--- config.mk ---
export PLATFORM = sky130hd
export DESIGN_NAME = lvdc
export DESIGN_NICKNAME = d
export VERILOG_FILES = /design/src/lvdcPkg.sv /design/src/hostRegs.sv /design/src/runControl.sv /design/src/bitTiming.sv /design/src/serialArithmetic.sv /design/src/delayLine.sv /design/src/lvdc.sv
export SDC_FILE = /design/constraint.sdc
export NUM_CORES = 1
export LEC_CHECK = 0
export BUFFER_PORTS_ARGS = -buffer_cell sky130_fd_sc_hd__buf_2
export CORE_ASPECT_RATIO = 0.9
export CORE_MARGIN = 2
export CORE_UTILIZATION = 50
export DETAILED_ROUTE_END_ITERATION = 12
export PLACE_DENSITY = 0.79
export SLEW_MARGIN = 30
export SYNTH_ARGS = -nofsm -noshare
export SYNTH_HDL_FRONTEND = slang
export SYNTH_SLANG_ARGS = --single-unit
--- constraint.sdc ---
create_clock -name clk -period 5.8 [get_ports clk]
set_clock_uncertainty 0.1 [all_clocks]
set_input_delay 1.16 -clock clk [delete_from_list [all_inputs] [get_ports clk]]
set_output_delay 1.16 -clock clk [all_outputs]
set_load 0.02 [all_outputs]
--- src/lvdcPkg.sv ---
package lvdcPkg;

    // **************************************************
    // word format and bit timing
    // **************************************************

    // data bits per word, sent least significant bit first.
    localparam int wordBits    = 26;
    localparam int gapBits     = 2;
    localparam int wordTimes   = wordBits + gapBits;
    localparam int bitTimeBits = 5;
    localparam int countBits   = 16;

    // **************************************************
    // host register map
    // **************************************************

    localparam int addrBits = 5;

    localparam logic [addrBits-1:0] addrOperand   = 5'h00;
    localparam logic [addrBits-1:0] addrControl   = 5'h04;
    localparam logic [addrBits-1:0] addrWordCount = 5'h08;
    localparam logic [addrBits-1:0] addrAccum     = 5'h0C;
    localparam logic [addrBits-1:0] addrStatus    = 5'h10;

    localparam logic [1:0] respOkay   = 2'd0;
    localparam logic [1:0] respSlvErr = 2'd2;

endpackage

--- src/hostRegs.sv ---
`timescale 1ns/1ps
`default_nettype none

module hostRegs (
    input  logic                           clk,
    input  logic                           arstN,
    input  logic [lvdcPkg::addrBits-1:0]   awAddr,
    input  logic                           awValid,
    output logic                           awReady,
    input  logic [31:0]                    wData,
    input  logic [3:0]                     wStrb,
    input  logic                           wValid,
    output logic                           wReady,
    output logic [1:0]                     bResp,
    output logic                           bValid,
    input  logic                           bReady,
    input  logic [lvdcPkg::addrBits-1:0]   arAddr,
    input  logic                           arValid,
    output logic                           arReady,
    output logic [31:0]                    rData,
    output logic [1:0]                     rResp,
    output logic                           rValid,
    input  logic                           rReady,
    input  logic                           running,
    input  logic                           done,
    input  logic                           carryOut,
    input  logic [lvdcPkg::wordBits-1:0]   accumSnapshot,
    output logic [lvdcPkg::wordBits-1:0]   operand,
    output logic                           subtract,
    output logic [lvdcPkg::countBits-1:0]  wordCount,
    output logic                           startReq,
    output logic                           accumLoad,
    output logic [lvdcPkg::wordBits-1:0]   accumLoadValue
);

    logic        wrFire;
    logic        rdFire;
    logic        wrMapped;
    logic [31:0] wrOld;
    logic [31:0] wrMerged;
    logic [31:0] statusWord;

    assign wrFire     = awValid && awReady && wValid && wReady;
    assign rdFire     = arValid && arReady;
    assign statusWord = {29'd0, carryOut, done, running};

    // the current value of the target register is merged with the new
    // bytes, so a partial strobe leaves the other bytes untouched.
    always_comb begin
        wrMapped = 1'b1;
        case (awAddr)
            lvdcPkg::addrOperand:   wrOld = 32'(operand);
            lvdcPkg::addrControl:   wrOld = {31'd0, subtract};
            lvdcPkg::addrWordCount: wrOld = 32'(wordCount);
            lvdcPkg::addrAccum:     wrOld = 32'(accumSnapshot);
            default: begin
                wrOld    = 32'd0;
                wrMapped = 1'b0;
            end
        endcase
        for (int i = 0; i < 4; i++) begin
            wrMerged[8*i +: 8] = wStrb[i] ? wData[8*i +: 8] : wrOld[8*i +: 8];
        end
    end

    // **************************************************
    // write channels
    // **************************************************

    always_ff @(posedge clk or negedge arstN) begin
        if (!arstN) begin
            awReady <= 1'b0;
            wReady  <= 1'b0;
            bValid  <= 1'b0;
        end else if (bValid) begin
            if (bReady)
                bValid <= 1'b0;
        end else if (wrFire) begin
            awReady <= 1'b0;
            wReady  <= 1'b0;
            bValid  <= 1'b1;
        end else if (awValid && wValid && !awReady) begin
            awReady <= 1'b1;
            wReady  <= 1'b1;
        end
    end

    always_ff @(posedge clk) begin
        if (wrFire) begin
            bResp <= wrMapped ? lvdcPkg::respOkay : lvdcPkg::respSlvErr;
            if (awAddr == lvdcPkg::addrAccum)
                accumLoadValue <= wrMerged[lvdcPkg::wordBits-1:0];
        end
    end

    // writes during a run are acknowledged but dropped.
    always_ff @(posedge clk or negedge arstN) begin
        if (!arstN) begin
            operand   <= '0;
            subtract  <= 1'b0;
            wordCount <= '0;
            startReq  <= 1'b0;
            accumLoad <= 1'b0;
        end else begin
            startReq  <= 1'b0;
            accumLoad <= 1'b0;
            if (wrFire && !running) begin
                case (awAddr)
                    lvdcPkg::addrOperand:   operand <= wrMerged[lvdcPkg::wordBits-1:0];
                    lvdcPkg::addrControl: begin
                        subtract <= wrMerged[0];
                        startReq <= wStrb[0] && wData[1];
                    end
                    lvdcPkg::addrWordCount: wordCount <= wrMerged[lvdcPkg::countBits-1:0];
                    lvdcPkg::addrAccum:     accumLoad <= 1'b1;
                    default: ;
                endcase
            end
        end
    end

    // **************************************************
    // read channels
    // **************************************************

    always_ff @(posedge clk or negedge arstN) begin
        if (!arstN) begin
            arReady <= 1'b0;
            rValid  <= 1'b0;
        end else if (rValid) begin
            if (rReady)
                rValid <= 1'b0;
        end else if (rdFire) begin
            arReady <= 1'b0;
            rValid  <= 1'b1;
        end else if (arValid && !arReady) begin
            arReady <= 1'b1;
        end
    end

    always_ff @(posedge clk) begin
        if (rdFire) begin
            rResp <= lvdcPkg::respOkay;
            case (arAddr)
                lvdcPkg::addrOperand:   rData <= 32'(operand);
                lvdcPkg::addrControl:   rData <= {31'd0, subtract};
                lvdcPkg::addrWordCount: rData <= 32'(wordCount);
                lvdcPkg::addrAccum:     rData <= 32'(accumSnapshot);
                lvdcPkg::addrStatus:    rData <= statusWord;
                default: begin
                    rData <= 32'd0;
                    rResp <= lvdcPkg::respSlvErr;
                end
            endcase
        end
    end

endmodule
`default_nettype wire

--- src/runControl.sv ---
`timescale 1ns/1ps
`default_nettype none

module runControl (
    input  logic                           clk,
    input  logic                           arstN,
    input  logic                           cstN,
    input  logic                           halt,
    input  logic                           startReq,
    input  logic [lvdcPkg::countBits-1:0]  wordCount,
    input  logic                           wordEnd,
    output logic                           running,
    output logic                           done
);

    logic [1:0]                    cstSync;
    logic                          cstPrev;
    logic                          cstFall;
    logic                          startEvent;
    logic                          lastWord;
    logic [lvdcPkg::countBits-1:0] wordsDone;

    // the start button is asynchronous to the machine clock.
    always_ff @(posedge clk or negedge arstN) begin
        if (!arstN) begin
            cstSync <= 2'b11;
            cstPrev <= 1'b1;
        end else begin
            cstSync <= {cstSync[0], cstN};
            cstPrev <= cstSync[1];
        end
    end

    assign cstFall    = cstPrev && !cstSync[1];
    assign startEvent = (startReq || cstFall) && !running;
    assign lastWord   = (wordsDone + 1'b1) == wordCount;

    // a run always ends on a word boundary, either after the last
    // programmed word or on the first boundary seen with halt high.
    always_ff @(posedge clk or negedge arstN) begin
        if (!arstN) begin
            running   <= 1'b0;
            done      <= 1'b0;
            wordsDone <= '0;
        end else if (startEvent) begin
            running   <= wordCount != '0;
            done      <= wordCount == '0;
            wordsDone <= '0;
        end else if (running && wordEnd) begin
            wordsDone <= wordsDone + 1'b1;
            if (lastWord || halt) begin
                running <= 1'b0;
                done    <= 1'b1;
            end
        end
    end

endmodule
`default_nettype wire

--- src/bitTiming.sv ---
`timescale 1ns/1ps
`default_nettype none

module bitTiming (
    input  logic                             clk,
    input  logic                             arstN,
    input  logic                             running,
    output logic [lvdcPkg::bitTimeBits-1:0]  bitTime,
    output logic                             wordStart,
    output logic                             wordEnd,
    output logic                             dataBit
);

    logic active;

    // one clock of settling after running rises, then bit time 0.
    always_ff @(posedge clk or negedge arstN) begin
        if (!arstN) begin
            bitTime <= '0;
            active  <= 1'b0;
        end else if (!running) begin
            bitTime <= '0;
            active  <= 1'b0;
        end else if (!active) begin
            active <= 1'b1;
        end else if (bitTime == lvdcPkg::wordTimes - 1) begin
            bitTime <= '0;
        end else begin
            bitTime <= bitTime + 1'b1;
        end
    end

    // running is included so that no strobe leaks out in the clock
    // after a run has stopped.
    assign wordStart = running && active && (bitTime == 0);
    assign wordEnd   = running && active && (bitTime == lvdcPkg::wordTimes - 1);
    assign dataBit   = running && active && (bitTime < lvdcPkg::wordBits);

endmodule
`default_nettype wire

--- src/serialArithmetic.sv ---
`timescale 1ns/1ps
`default_nettype none

module serialArithmetic (
    input  logic                          clk,
    input  logic                          arstN,
    input  logic                          wordStart,
    input  logic                          dataBit,
    input  logic                          subtract,
    input  logic [lvdcPkg::wordBits-1:0]  operand,
    input  logic                          accBitOut,
    output logic                          accBitIn,
    output logic                          carryOut
);

    logic [lvdcPkg::wordBits-1:0] opShift;
    logic                         carry;
    logic                         carryIn;
    logic                         opBit;
    logic                         carryNext;
    logic                         dataBitPrev;

    // bit 0 comes straight from the operand register while the rest of
    // the word is loaded into the shift register.
    assign carryIn   = wordStart ? subtract : carry;
    assign opBit     = (wordStart ? operand[0] : opShift[0]) ^ subtract;
    assign accBitIn  = accBitOut ^ opBit ^ carryIn;
    assign carryNext = (accBitOut & opBit) | (carryIn & (accBitOut ^ opBit));

    always_ff @(posedge clk) begin
        if (wordStart)
            opShift <= {1'b0, operand[lvdcPkg::wordBits-1:1]};
        else if (dataBit)
            opShift <= {1'b0, opShift[lvdcPkg::wordBits-1:1]};
    end

    always_ff @(posedge clk or negedge arstN) begin
        if (!arstN) begin
            carry       <= 1'b0;
            carryOut    <= 1'b0;
            dataBitPrev <= 1'b0;
        end else begin
            dataBitPrev <= dataBit;
            if (dataBit)
                carry <= carryNext;
            // the first gap bit follows the sign bit of the sum.
            if (dataBitPrev && !dataBit)
                carryOut <= carry;
        end
    end

endmodule
`default_nettype wire

--- src/delayLine.sv ---
`timescale 1ns/1ps
`default_nettype none

module delayLine (
    input  logic                          clk,
    input  logic                          arstN,
    input  logic                          dataBit,
    input  logic                          wordEnd,
    input  logic                          accBitIn,
    input  logic                          accumLoad,
    input  logic [lvdcPkg::wordBits-1:0]  accumLoadValue,
    input  logic                          running,
    output logic                          accBitOut,
    output logic [lvdcPkg::wordBits-1:0]  accumSnapshot
);

    logic [lvdcPkg::wordBits-1:0] accum;
    logic                         hostLoad;

    assign hostLoad  = accumLoad && !running;
    assign accBitOut = accum[0];

    // the word leaves at bit 0 and the new sum enters at the top, so after
    // wordBits shifts the register holds the result in normal order.
    always_ff @(posedge clk or negedge arstN) begin
        if (!arstN)
            accum <= '0;
        else if (hostLoad)
            accum <= accumLoadValue;
        else if (dataBit)
            accum <= {accBitIn, accum[lvdcPkg::wordBits-1:1]};
    end

    // the loop is complete again during the gap, so wordEnd is a safe
    // point to copy it for the host.
    always_ff @(posedge clk or negedge arstN) begin
        if (!arstN)
            accumSnapshot <= '0;
        else if (hostLoad)
            accumSnapshot <= accumLoadValue;
        else if (wordEnd)
            accumSnapshot <= accum;
    end

endmodule
`default_nettype wire

--- src/lvdc.sv ---
`timescale 1ns/1ps
`default_nettype none

module lvdc (
    input  logic                          clk,
    input  logic                          arstN,
    input  logic                          cstN,
    input  logic                          halt,
    input  logic [lvdcPkg::addrBits-1:0]  awAddr,
    input  logic                          awValid,
    output logic                          awReady,
    input  logic [31:0]                   wData,
    input  logic [3:0]                    wStrb,
    input  logic                          wValid,
    output logic                          wReady,
    output logic [1:0]                    bResp,
    output logic                          bValid,
    input  logic                          bReady,
    input  logic [lvdcPkg::addrBits-1:0]  arAddr,
    input  logic                          arValid,
    output logic                          arReady,
    output logic [31:0]                   rData,
    output logic [1:0]                    rResp,
    output logic                          rValid,
    input  logic                          rReady
);

    // **************************************************
    // backplane nets
    // **************************************************

    logic [lvdcPkg::wordBits-1:0]    operand;
    logic                            subtract;
    logic [lvdcPkg::countBits-1:0]   wordCount;
    logic                            startReq;
    logic                            accumLoad;
    logic [lvdcPkg::wordBits-1:0]    accumLoadValue;
    logic                            running;
    logic                            done;
    logic                            wordStart;
    logic                            wordEnd;
    logic                            dataBit;
    logic                            accBitOut;
    logic                            accBitIn;
    logic                            carryOut;
    logic [lvdcPkg::wordBits-1:0]    accumSnapshot;

    hostRegs u_hostRegs (
        .clk(clk), .arstN(arstN),
        .awAddr(awAddr), .awValid(awValid), .awReady(awReady),
        .wData(wData), .wStrb(wStrb), .wValid(wValid), .wReady(wReady),
        .bResp(bResp), .bValid(bValid), .bReady(bReady),
        .arAddr(arAddr), .arValid(arValid), .arReady(arReady),
        .rData(rData), .rResp(rResp), .rValid(rValid), .rReady(rReady),
        .running(running), .done(done), .carryOut(carryOut),
        .accumSnapshot(accumSnapshot),
        .operand(operand), .subtract(subtract), .wordCount(wordCount),
        .startReq(startReq), .accumLoad(accumLoad), .accumLoadValue(accumLoadValue)
    );

    runControl u_runControl (
        .clk(clk), .arstN(arstN),
        .cstN(cstN), .halt(halt), .startReq(startReq),
        .wordCount(wordCount), .wordEnd(wordEnd),
        .running(running), .done(done)
    );

    bitTiming u_bitTiming (
        .clk(clk), .arstN(arstN), .running(running),
        .bitTime(), .wordStart(wordStart), .wordEnd(wordEnd), .dataBit(dataBit)
    );

    serialArithmetic u_serialArithmetic (
        .clk(clk), .arstN(arstN),
        .wordStart(wordStart), .dataBit(dataBit),
        .subtract(subtract), .operand(operand),
        .accBitOut(accBitOut), .accBitIn(accBitIn), .carryOut(carryOut)
    );

    delayLine u_delayLine (
        .clk(clk), .arstN(arstN),
        .dataBit(dataBit), .wordEnd(wordEnd), .accBitIn(accBitIn),
        .accumLoad(accumLoad), .accumLoadValue(accumLoadValue), .running(running),
        .accBitOut(accBitOut), .accumSnapshot(accumSnapshot)
    );

endmodule
`default_nettype wire

## Word level (Yosys, flattened, before mapping)

Index checks and enable logic that the tools add are counted.

- Bits in registers: 218
- Input port bits: 55
- Output and inout port bits: 41

- $add $sub $neg: 2
- Magnitude comparators: 1
- Eq/ne operators: 10
- Muxes and demuxes: 43
- Bitwise operators: 8
- Reductions and logical operators: 46

Operators with widths:

| cell | number |
|---|---|
| 26-bit case mux with 5 select lines | 1 |
| 26-bit two-way mux | 4 |
| 26-bit case mux with 3 select lines | 1 |
| 25-bit two-way mux | 2 |
| 16-bit two-way mux | 2 |
| 1-bit two-way mux | 24 |
| 8-bit two-way mux | 3 |
| 5-bit by 4-bit equality test with 1-bit output (second input constant) | 4 |
| 1-bit logical AND | 18 |
| 16-bit by 1-bit adder with 16-bit output (second input constant) | 1 |
| 16-bit equality test | 1 |
| 16-bit logical NOT | 1 |
| 16-bit nonzero test | 1 |
| 5-bit logical NOT | 3 |
| 5-bit two-way mux | 3 |
| 2-bit AND reduction | 7 |
| 2-bit nonzero test | 7 |
| 5-bit by 3-bit equality test with 1-bit output (second input constant) | 2 |
| 5-bit equality test (second input constant) | 2 |
| 2-bit two-way mux | 3 |
| 5-bit by 1-bit adder with 5-bit output (second input constant) | 1 |
| 1-bit logical NOT | 5 |
| 5-bit < comparator (second input constant) | 1 |
| 5-bit OR reduction | 1 |
| 7 further kinds | 12 |

## Depth between registers and ports, before layout

Gate-level depths: netlist of the first run.

- Depth in word-level cells: 8
- Gate-level depth with buffers: 9

## Modules after synthesis

From an unflattened synthesis of the first run, not the netlist that was laid out.

- Cell total of the unflattened synthesis: 893
- Area, all modules: 10526.3 sq um

Modules (own cells, without submodules):

| module | instances | cells an instance | area an instance (sq um) | seq. area each (sq um) |
|---|---|---|---|---|
| hostRegs | 1 | 426 | 4870.9 | 2847.7 |
| delayLine | 1 | 200 | 2542.4 | 1301.2 |
| runControl | 1 | 166 | 1445.1 | 529.3 |
| serialArithmetic | 1 | 64 | 1306.3 | 825.8 |
| bitTiming | 1 | 37 | 361.6 | 150.1 |

## Worst setup path before layout of the first run

OpenSTA, ideal clock, no wires.

- Path type: input to register
- From: input port awAddr[2] in the netlist's numbering
- To: register u_hostRegs.accumLoadValue[0] in the netlist's numbering, enable pin
- Setup time: 0.409 ns
- Data arrival time: 3.018 ns
- Data required time: 5.291 ns
- Path slack: 2.273 ns
- Stages on the path: 4
- Path buffers: 2
- Cell sequence: clkbuf_1 -> buf_1 -> nand3_1 -> nor2_1

- Cells in the longest elaborated chain, start to end: 2

Ends and longest elaborated chain:

| what | line | RTL |
|---|---|---|
| start: declaration | lvdc.sv:9 | `input logic [lvdcPkg::addrBits-1:0] awAddr,` |
| 5-bit by 4-bit equality test with 1-bit output | hostRegs.sv:91 | `if (awAddr == lvdcPkg::addrAccum)` |
| 2-bit AND reduction (no line) | -- |  |
| end signal: assignment | hostRegs.sv:92 | `accumLoadValue <= wrMerged[lvdcPkg::wordBits-1:0];` |
| end: declaration | hostRegs.sv:33 | `output logic [lvdcPkg::wordBits-1:0] accumLoadValue` |

No other way between the ends.
A chain may end at the register's enable or synchronous reset.

## Final worst setup path of the first run

- From: input port awAddr[1] in the netlist's numbering
- To: register u_hostRegs.operand[19] in the netlist's numbering

- Cells in the longest elaborated chain, start to end: 3
- Elaborated cells between the ends (all ways): 7
- Those cells by class: 3 x eq/ne; 2 x mux; 2 x reduce/logical

Ends and longest elaborated chain:

| what | line | RTL |
|---|---|---|
| 5-bit by 4-bit equality test with 1-bit output or 5-bit by 3-bit equality test with 1-bit output (tied branches) | hostRegs.sv:51 | `case (awAddr)` |
| 26-bit case mux with 3 select lines * | hostRegs.sv:51 |  |
| 8-bit two-way mux * | hostRegs.sv:62 | `wrMerged[8*i +: 8] = wStrb[i] ? wData[8*i +: 8] : wrOld[8*i +: 8];` |
| named net u_hostRegs.wrMerged[19] | hostRegs.sv:40 | `logic [31:0] wrMerged;` |
| end signal: assignment | hostRegs.sv:109 | `lvdcPkg::addrOperand: operand <= wrMerged[lvdcPkg::wordBits-1:0];` |
| end: declaration | hostRegs.sv:28 | `output logic [lvdcPkg::wordBits-1:0] operand,` |

Mark *: on every way through the listed nets, which the timed path passes. The rest lies on a longest branch.

==> results.sh, run 1 <==
export IMPL_outcome="complete, no violations"
export IMPL_max_cap_violations=0
export IMPL_peakVddDrop_mv=0.276
export IMPL_holdBufCountCts=0
export IMPL_synth_area_leaders="dfrtp_1 (32%), edfxtp_1 (24%), nand2_1 (7.3%)"
export IMPL_clock_sinks=210
export IMPL_synth_top_family_by_area="simple AND/OR/NAND/NOR gates"
export IMPL_viasPerCell=6.04
export IMPL_cp_buffers_inverters=1
export IMPL_utilization_pct=56.9
export IMPL_startpoint_type="input pin"
export IMPL_slowest_delay_ns=0.90
export IMPL_die_h_um=139
export IMPL_finalHoldViolations=0
export IMPL_final_min_clock_period_ns=3.29
export IMPL_core_area_mm2=0.0199
export IMPL_synth_compound_area_share_pct=12.9
export IMPL_drt_iter0_markers=882
export IMPL_post_drt_wl_per_cell_um=19.6
export IMPL_hpwl_um=15600
export IMPL_final_cell_count_no_fill=1315
export IMPL_place_port_buffers=81
export IMPL_setup_viol=0
export IMPL_use_met1_pct=35.2
export IMPL_avgSynthCellArea_um2=10.1
export IMPL_yosys_warnings=0
export IMPL_switching_power_mw=1.39
export IMPL_io_pins=96
export IMPL_total_power_mw=4.50
export IMPL_track_usage_pct=23.5
export IMPL_yosys_area_share_simple_pct=14.8
export IMPL_cts_inserted_buffers=22
export IMPL_synth_edf_count=79
export IMPL_async_flop_share_pct=62.4
export IMPL_path_class="input pin to register"
export IMPL_holdWs_ns=0.254
export IMPL_cts_root_buf="clkbuf_16"
export IMPL_cp_data_required_time_ns=6.15
export IMPL_initial_utilization_pct=50.6
export IMPL_worst_pin_slew_ns=0.999
export IMPL_num_rows=49
export IMPL_cts_tree="done"
export IMPL_final_nets=1103
export IMPL_die_area_mm2=0.0213
export IMPL_critPathTopFamily="simple AND/OR/NAND/NOR gates"
export IMPL_vias=7949
export IMPL_antenna_diode_count=0
export IMPL_postCtsSetupRepairBufs=0
export IMPL_die_x_um=153
export IMPL_synthAdderAreaFrac_pct=0.573
export IMPL_ys_ff_latch=210
export IMPL_min_path_type="register to register"
export IMPL_rsz0062_at_grt="no"
export IMPL_yosysTopAreaCellShare_pct=31.9
export IMPL_fin_setup_tns_ns=0
export IMPL_antenna_found_initial=0
export IMPL_grt_start_max_net_pins=92
export IMPL_critPathCaptureType="register"
export IMPL_ys_seq_area_share_pct=56.2
export IMPL_fmax_mhz=304
export IMPL_synth_xor_area_share_pct=2.18
export IMPL_ant_nets=0
export IMPL_cts_resized=0
export IMPL_syn_inst=997
export IMPL_globalRouteMet3Util_pct=3.98
export IMPL_clockBufferDepth=3
export IMPL_yosysTopAreaCell="dfrtp_1"
export IMPL_clkPwrFrac_pct=31.8
export IMPL_power_share_combinational_pct=21.5
export IMPL_wl_um=25800
export IMPL_power_density_mw_per_mm2=398
export IMPL_drc=0
export IMPL_seqPwrFrac_pct=46.7
export IMPL_clk_pin_slew_worst_paths_ns=0.06
export IMPL_dr_pass1_iters=6
export IMPL_slew_violations=0
export IMPL_leakage_nw=4.79
export IMPL_drive_gt1_share_pct=16.9
export IMPL_synth_cell_types=55
export IMPL_h_tree_depth=1
export IMPL_use_met2_pct=35.5
export IMPL_fillCellCount=1683
export IMPL_dp_cells=1275
export IMPL_crit_fanout=16
export IMPL_ys_dominant_reg_cell="dfrtp_1"
export IMPL_p_int_mw=3.11
export IMPL_path_cells="buf_2, nor3_2, nand2_1, nor2_1, a22oi_1, o21ai_0, mux2_2"
export IMPL_grt_ovfl_total=0
export IMPL_swShare_pct=30.8
export IMPL_areaGrowthSynthToFinish_pct=12.5
export IMPL_syn_cell_area_mm2=0.0101
export IMPL_critical_path_arrival_ns=3.64
export IMPL_relSlewSlack_pct=33.4
export IMPL_crit_slowest_cell="nor2_1"
export IMPL_min_period_over_period_pct=56.8
export IMPL_clk_latency_ns=0.52
export IMPL_synth_area_mux_share_pct=8.84
export IMPL_grt_pass1_vias=7305
export IMPL_grt_busiest_layer="met2"
export IMPL_grt_pass1_wl_um=40000
export IMPL_gp_congestion=0.856
kinds of logic after synthesis:
group / after synthesis
AOI/OAI and AO/OA: 219
xor gates and xnor gates: 25
adders and majority gates: 4
buffers and inverters: 106
DFF: 210
muxes: 83
other: 1
and+or+nand+nor: 349
synth_stat cells, drive strengths merged (7+ instances only):
cell      n
a21oi    25
a22oi    26
a31oi    55
buf      25
clkbuf   49
dfrtp   128
edfxtp   79
inv      32
mux2     36
mux2i    46
nand2   196
nand3    15
nand4     7
nor2     90
nor4      7
o21ai    84
o22ai     8
o31ai     9
xnor2    13
xor2     12
placed cells by master, fill, tap and decap left out, types with 3 or more instances in the layout:
cell / synthesis / layout
a22oi_1: 26 / 26
mux2_2: 36 / 36
clkbuf_1: 49 / 5
inv_1: 31 / 30
o21ai_1: 4 / 3
a21oi_1: 25 / 25
mux2i_1: 46 / 46
edfxtp_1: 79 / 79
nor2_2: 0 / 3
nor2b_1: 6 / 6
buf_2: 4 / 80
o22ai_1: 8 / 8
dfrtp_1: 128 / 128
a31oi_1: 55 / 55
clkbuf_8: 0 / 5
o21ai_0: 80 / 80
ha_1: 3 / 3
xnor2_1: 13 / 13
nand3_1: 14 / 14
nor3_1: 5 / 5
o31ai_1: 9 / 9
nand4_1: 7 / 7
nor4_1: 6 / 6
nor2_1: 90 / 87
nand2_1: 196 / 195
xor2_1: 12 / 12
dfstp_2: 3 / 3
conb_1: 1 / 8
buf_4: 11 / 9
clkbuf_16: 0 / 23
and2_1: 5 / 4
per-layer routing:
metal / vias to the layer above / wire (um)
met4: 0 / 561
met1: 3912 / 11000
li1: 3581 / -
met2: 410 / 11700
met5: - / 0
met3: 46 / 2600
power by group through the flow:
stage                     sequential, mW  combinational (mW)  clock (mW)
after global routing                2.12                1.06        1.50
after floorplan                     2.10               0.640           0
final                               2.10               0.967        1.43
after CTS                           2.09               0.963        1.43
after detailed placement            2.11               0.959           0
after global placement              2.10               0.924           0
area by class of cell:
| cell class | count | area [um^2] | share of cell area (%) |
|---|---|---|---|
| Sequential cell | 210 | 5650 | 50.0 |
| Multi-Input combinational cell | 688 | 4000 | 35.4 |
| Clock buffer | 33 | 663 | 5.86 |
| Timing Repair Buffer | 90 | 479 | 4.24 |
| Tap cell | 255 | 319 | 2.82 |
| Inverter | 32 | 120 | 1.06 |
| Clock inverter | 7 | 71.3 | 0.631 |
registers in the layout, summed over array words and instances (netlist names), 2 cells and up:
register,count
u_hostRegs.rData,26
u_hostRegs.accumLoadValue,26
u_serialArithmetic.opShift,25
u_delayLine.accum,26
u_runControl.cstSync,2
u_delayLine.accumSnapshot,26
u_runControl.wordsDone,16
u_hostRegs.wordCount,16
u_hostRegs.operand,26
u_bitTiming.bitTime,5
through the flow:
stage	instance area (um^2)	setup slack [ns]
after detailed placement	10600	2.07
after floorplan	10100	2.27
after global routing	11300	2.31
final	11300	2.51
after global placement	10600	2.20
after CTS	11300	2.58
final timing paths:
| check | startpoint | to | slack, ns | cells after the start |
|---|---|---|---|---|
| max | awAddr[1] | u_hostRegs.operand[19]$_DFFE_PN0P_ | 2.51 | 7 |
| max reg2reg | u_bitTiming.bitTime[0]$_DFFE_PN0P_ | u_delayLine.accum[25]$_DFFE_PN0P_ | 3.14 | 10 |
| min | u_runControl.cstSync[0]$_DFF_PN1_ | u_runControl.cstSync[1]$_DFF_PN1_ | 0.25 | 0 |
| min reg2reg | u_runControl.cstSync[0]$_DFF_PN1_ | u_runControl.cstSync[1]$_DFF_PN1_ | 0.25 | 0 |
| min in group asynchronous | arstN | u_runControl.wordsDone[12]$_DFFE_PN0P_ | 0.59 | 1 |
| max in group asynchronous | arstN | u_hostRegs.wordCount[14]$_DFFE_PN0P_ | 3.83 | 2 |
Note: power is estimated with default switching activity, not from simulation.
==> run 2, diff against run 1 <==
- clock period: 5.8 -> 3.4 ns (I/O delays scaled with it)
==> run 2 against run 1 <==
Effect of this change:
- die area stayed put
- clock power rose by 63%
- critical endpoint is now u_runControl.running$_DFFE_PN0P_
- critical path depth fell by 1
- register-to-register slack worse by 2.5 ns
- first-iteration DRC count grew 6.8%
- clock-buffer cell count shrank 1
- sequential share of layout area fell by 0.15 points
- utilization increased by 0.18 points
- highest routed layer unchanged
- final cell count is 0.61% higher
- flip-flop and latch count unchanged
- hold slack got worse by 0.15 ns
- sequential power rose by 70%
==> results.sh, run 2 (synthesized netlist as in run 1, its figures left out) <==
export IMPL_setup_viol=0
export IMPL_min_period_over_period_pct=80.2
export IMPL_final_min_clock_period_ns=2.73
export IMPL_cts_resized=0
export IMPL_grt_start_max_net_pins=79
export IMPL_antenna_diode_count=0
export IMPL_finalHoldViolations=0
export IMPL_crit_fanout=10
export IMPL_drt_iter0_markers=942
export IMPL_final_nets=1112
export IMPL_relSlewSlack_pct=37.3
export IMPL_min_path_type="input pin to asynchronous set/reset pin"
export IMPL_path_cells="ha_1, nand2_1, nor4_1, xor2_1, o31ai_1, a31oi_1"
export IMPL_path_class="register to register"
export IMPL_crit_slowest_cell="dfrtp_1"
export IMPL_num_rows=49
export IMPL_fin_setup_tns_ns=0
export IMPL_critPathCaptureType="register"
export IMPL_cp_startpoint="u_runControl.wordsDone[0]$_DFFE_PN0P_"
export IMPL_mostFrequentLayoutCells="nand2_1 (196), dfrtp_1 (128), nor2_1 (87)"
export IMPL_grt_pass1_vias=7506
export IMPL_clock_sinks=210
export IMPL_cts_root_buf="clkbuf_16"
export IMPL_drive_gt1_share_pct=16.9
export IMPL_clk_pin_slew_worst_paths_ns=0.06
export IMPL_ant_nets=0
export IMPL_fmax_mhz=367
export IMPL_max_cap_violations=0
export IMPL_die_x_um=153
export IMPL_hpwl_um=15900
export IMPL_grt_pass1_wl_um=40700
export IMPL_seq_area_mm2=0.00565
export IMPL_io_pins=96
export IMPL_slew_violations=0
export IMPL_r2r_start="u_runControl.wordsDone[0]$_DFFE_PN0P_"
export IMPL_place_port_buffers=81
export IMPL_final_common_cell="nand2_1"
export IMPL_worst_pin_slew_ns=0.940
export IMPL_areaGrowthSynthToFinish_pct=12.8
export IMPL_post_drt_wl_per_cell_um=19.2
export IMPL_slowest_delay_ns=0.52
export IMPL_holdWs_ns=0.102
export IMPL_clockBufferDepth=3
export IMPL_power_density_mw_per_mm2=667
export IMPL_outcome="complete, no violations"
export IMPL_fillCellCount=1659
export IMPL_core_area_mm2=0.0199
export IMPL_cts_tree="done"
export IMPL_vias=7909
export IMPL_h_tree_depth=1
export IMPL_initial_utilization_pct=50.6
export IMPL_startpoint_type="register"
export IMPL_drc=0
export IMPL_wl_um=25400
export IMPL_cp_data_required_time_ns=3.65
export IMPL_gp_congestion=0.865
export IMPL_viasPerCell=5.98
export IMPL_cts_inserted_buffers=22
export IMPL_rsz0062_at_grt="no"
export IMPL_clk_latency_ns=0.51
export IMPL_dr_pass1_iters=5
export IMPL_critical_path_arrival_ns=2.98
export IMPL_postCtsSetupRepairBufs=0
export IMPL_leakage_nw=4.82
export IMPL_grt_ovfl_total=0
export IMPL_die_h_um=139
export IMPL_multi_input_area_mm2=0.00400
export IMPL_track_usage_pct=23.8
export IMPL_die_area_mm2=0.0213
export IMPL_peakVddDrop_mv=0.293
export IMPL_antenna_found_initial=0
export IMPL_holdBufCountCts=0
## run 2: path summary, 6_finish.rpt
path | to | slack [ns] | cells past startpoint
worst max register to register | u_runControl.running$_DFFE_PN0P_ | 0.67 | 6
max in group asynchronous | u_hostRegs.arReady$_DFFE_PN0P_ | 2.38 | 2
worst min-delay path | u_hostRegs.wordCount[10]$_DFFE_PN0P_ | 0.10 | 1
min in group clk | u_runControl.cstSync[0]$_DFF_PN1_ | 0.17 | 1
worst max-delay path | u_runControl.running$_DFFE_PN0P_ | 0.67 | 6
worst min register to register | u_runControl.cstSync[1]$_DFF_PN1_ | 0.26 | 0
## run 2: critical path, delay by kind of cell, from the launching register on
family	cells	cell delay, ns
simple gates	2	0.76
compound gates	2	0.65
flops	1	0.52
fa+ha+maj	1	0.39
xor+xnor	1	0.14
## run 2: per-layer routing
metal	part of all wire [%]	GRT usage (%)
met2	45	35.9
met4	2.5	7.44
met3	8.4	3.48
met5	0	0
met1	44	35.9
## run 2: per-stage QoR
stage	instance area (um^2)	setup WS (ns)	instances	power [mW]	util, %
4_1_cts	11300	0.727	1323	7.59	57.1
3_3_place_gp	10600	0.866	1284	5.18	53.6
6_report	11300	0.674	1323	7.57	57.1
5_1_grt	11300	0.301	1323	7.90	57.1
3_5_place_dp	10600	0.744	1284	5.25	53.6
2_1_floorplan	10100	0.353	1004	4.68	-
## run 2: power by group
part | internal [mW] | total [mW] | switching (mW)
logic | 0.652 | 1.67 | 1.02
registers | 3.24 | 3.57 | 0.324
clock network | 1.37 | 2.33 | 0.956
total | 5.27 | 7.57 | 2.30
## run 2: layout make-up
type | instances | share of cell area (%)
flip-flops and latches | 210 | 49.9
repair buffers | 99 | 4.93
well taps | 255 | 2.81
inverters | 32 | 1.06
multi-input cells | 688 | 35.2
clock inverters | 7 | 0.485
clock buffers | 32 | 5.64
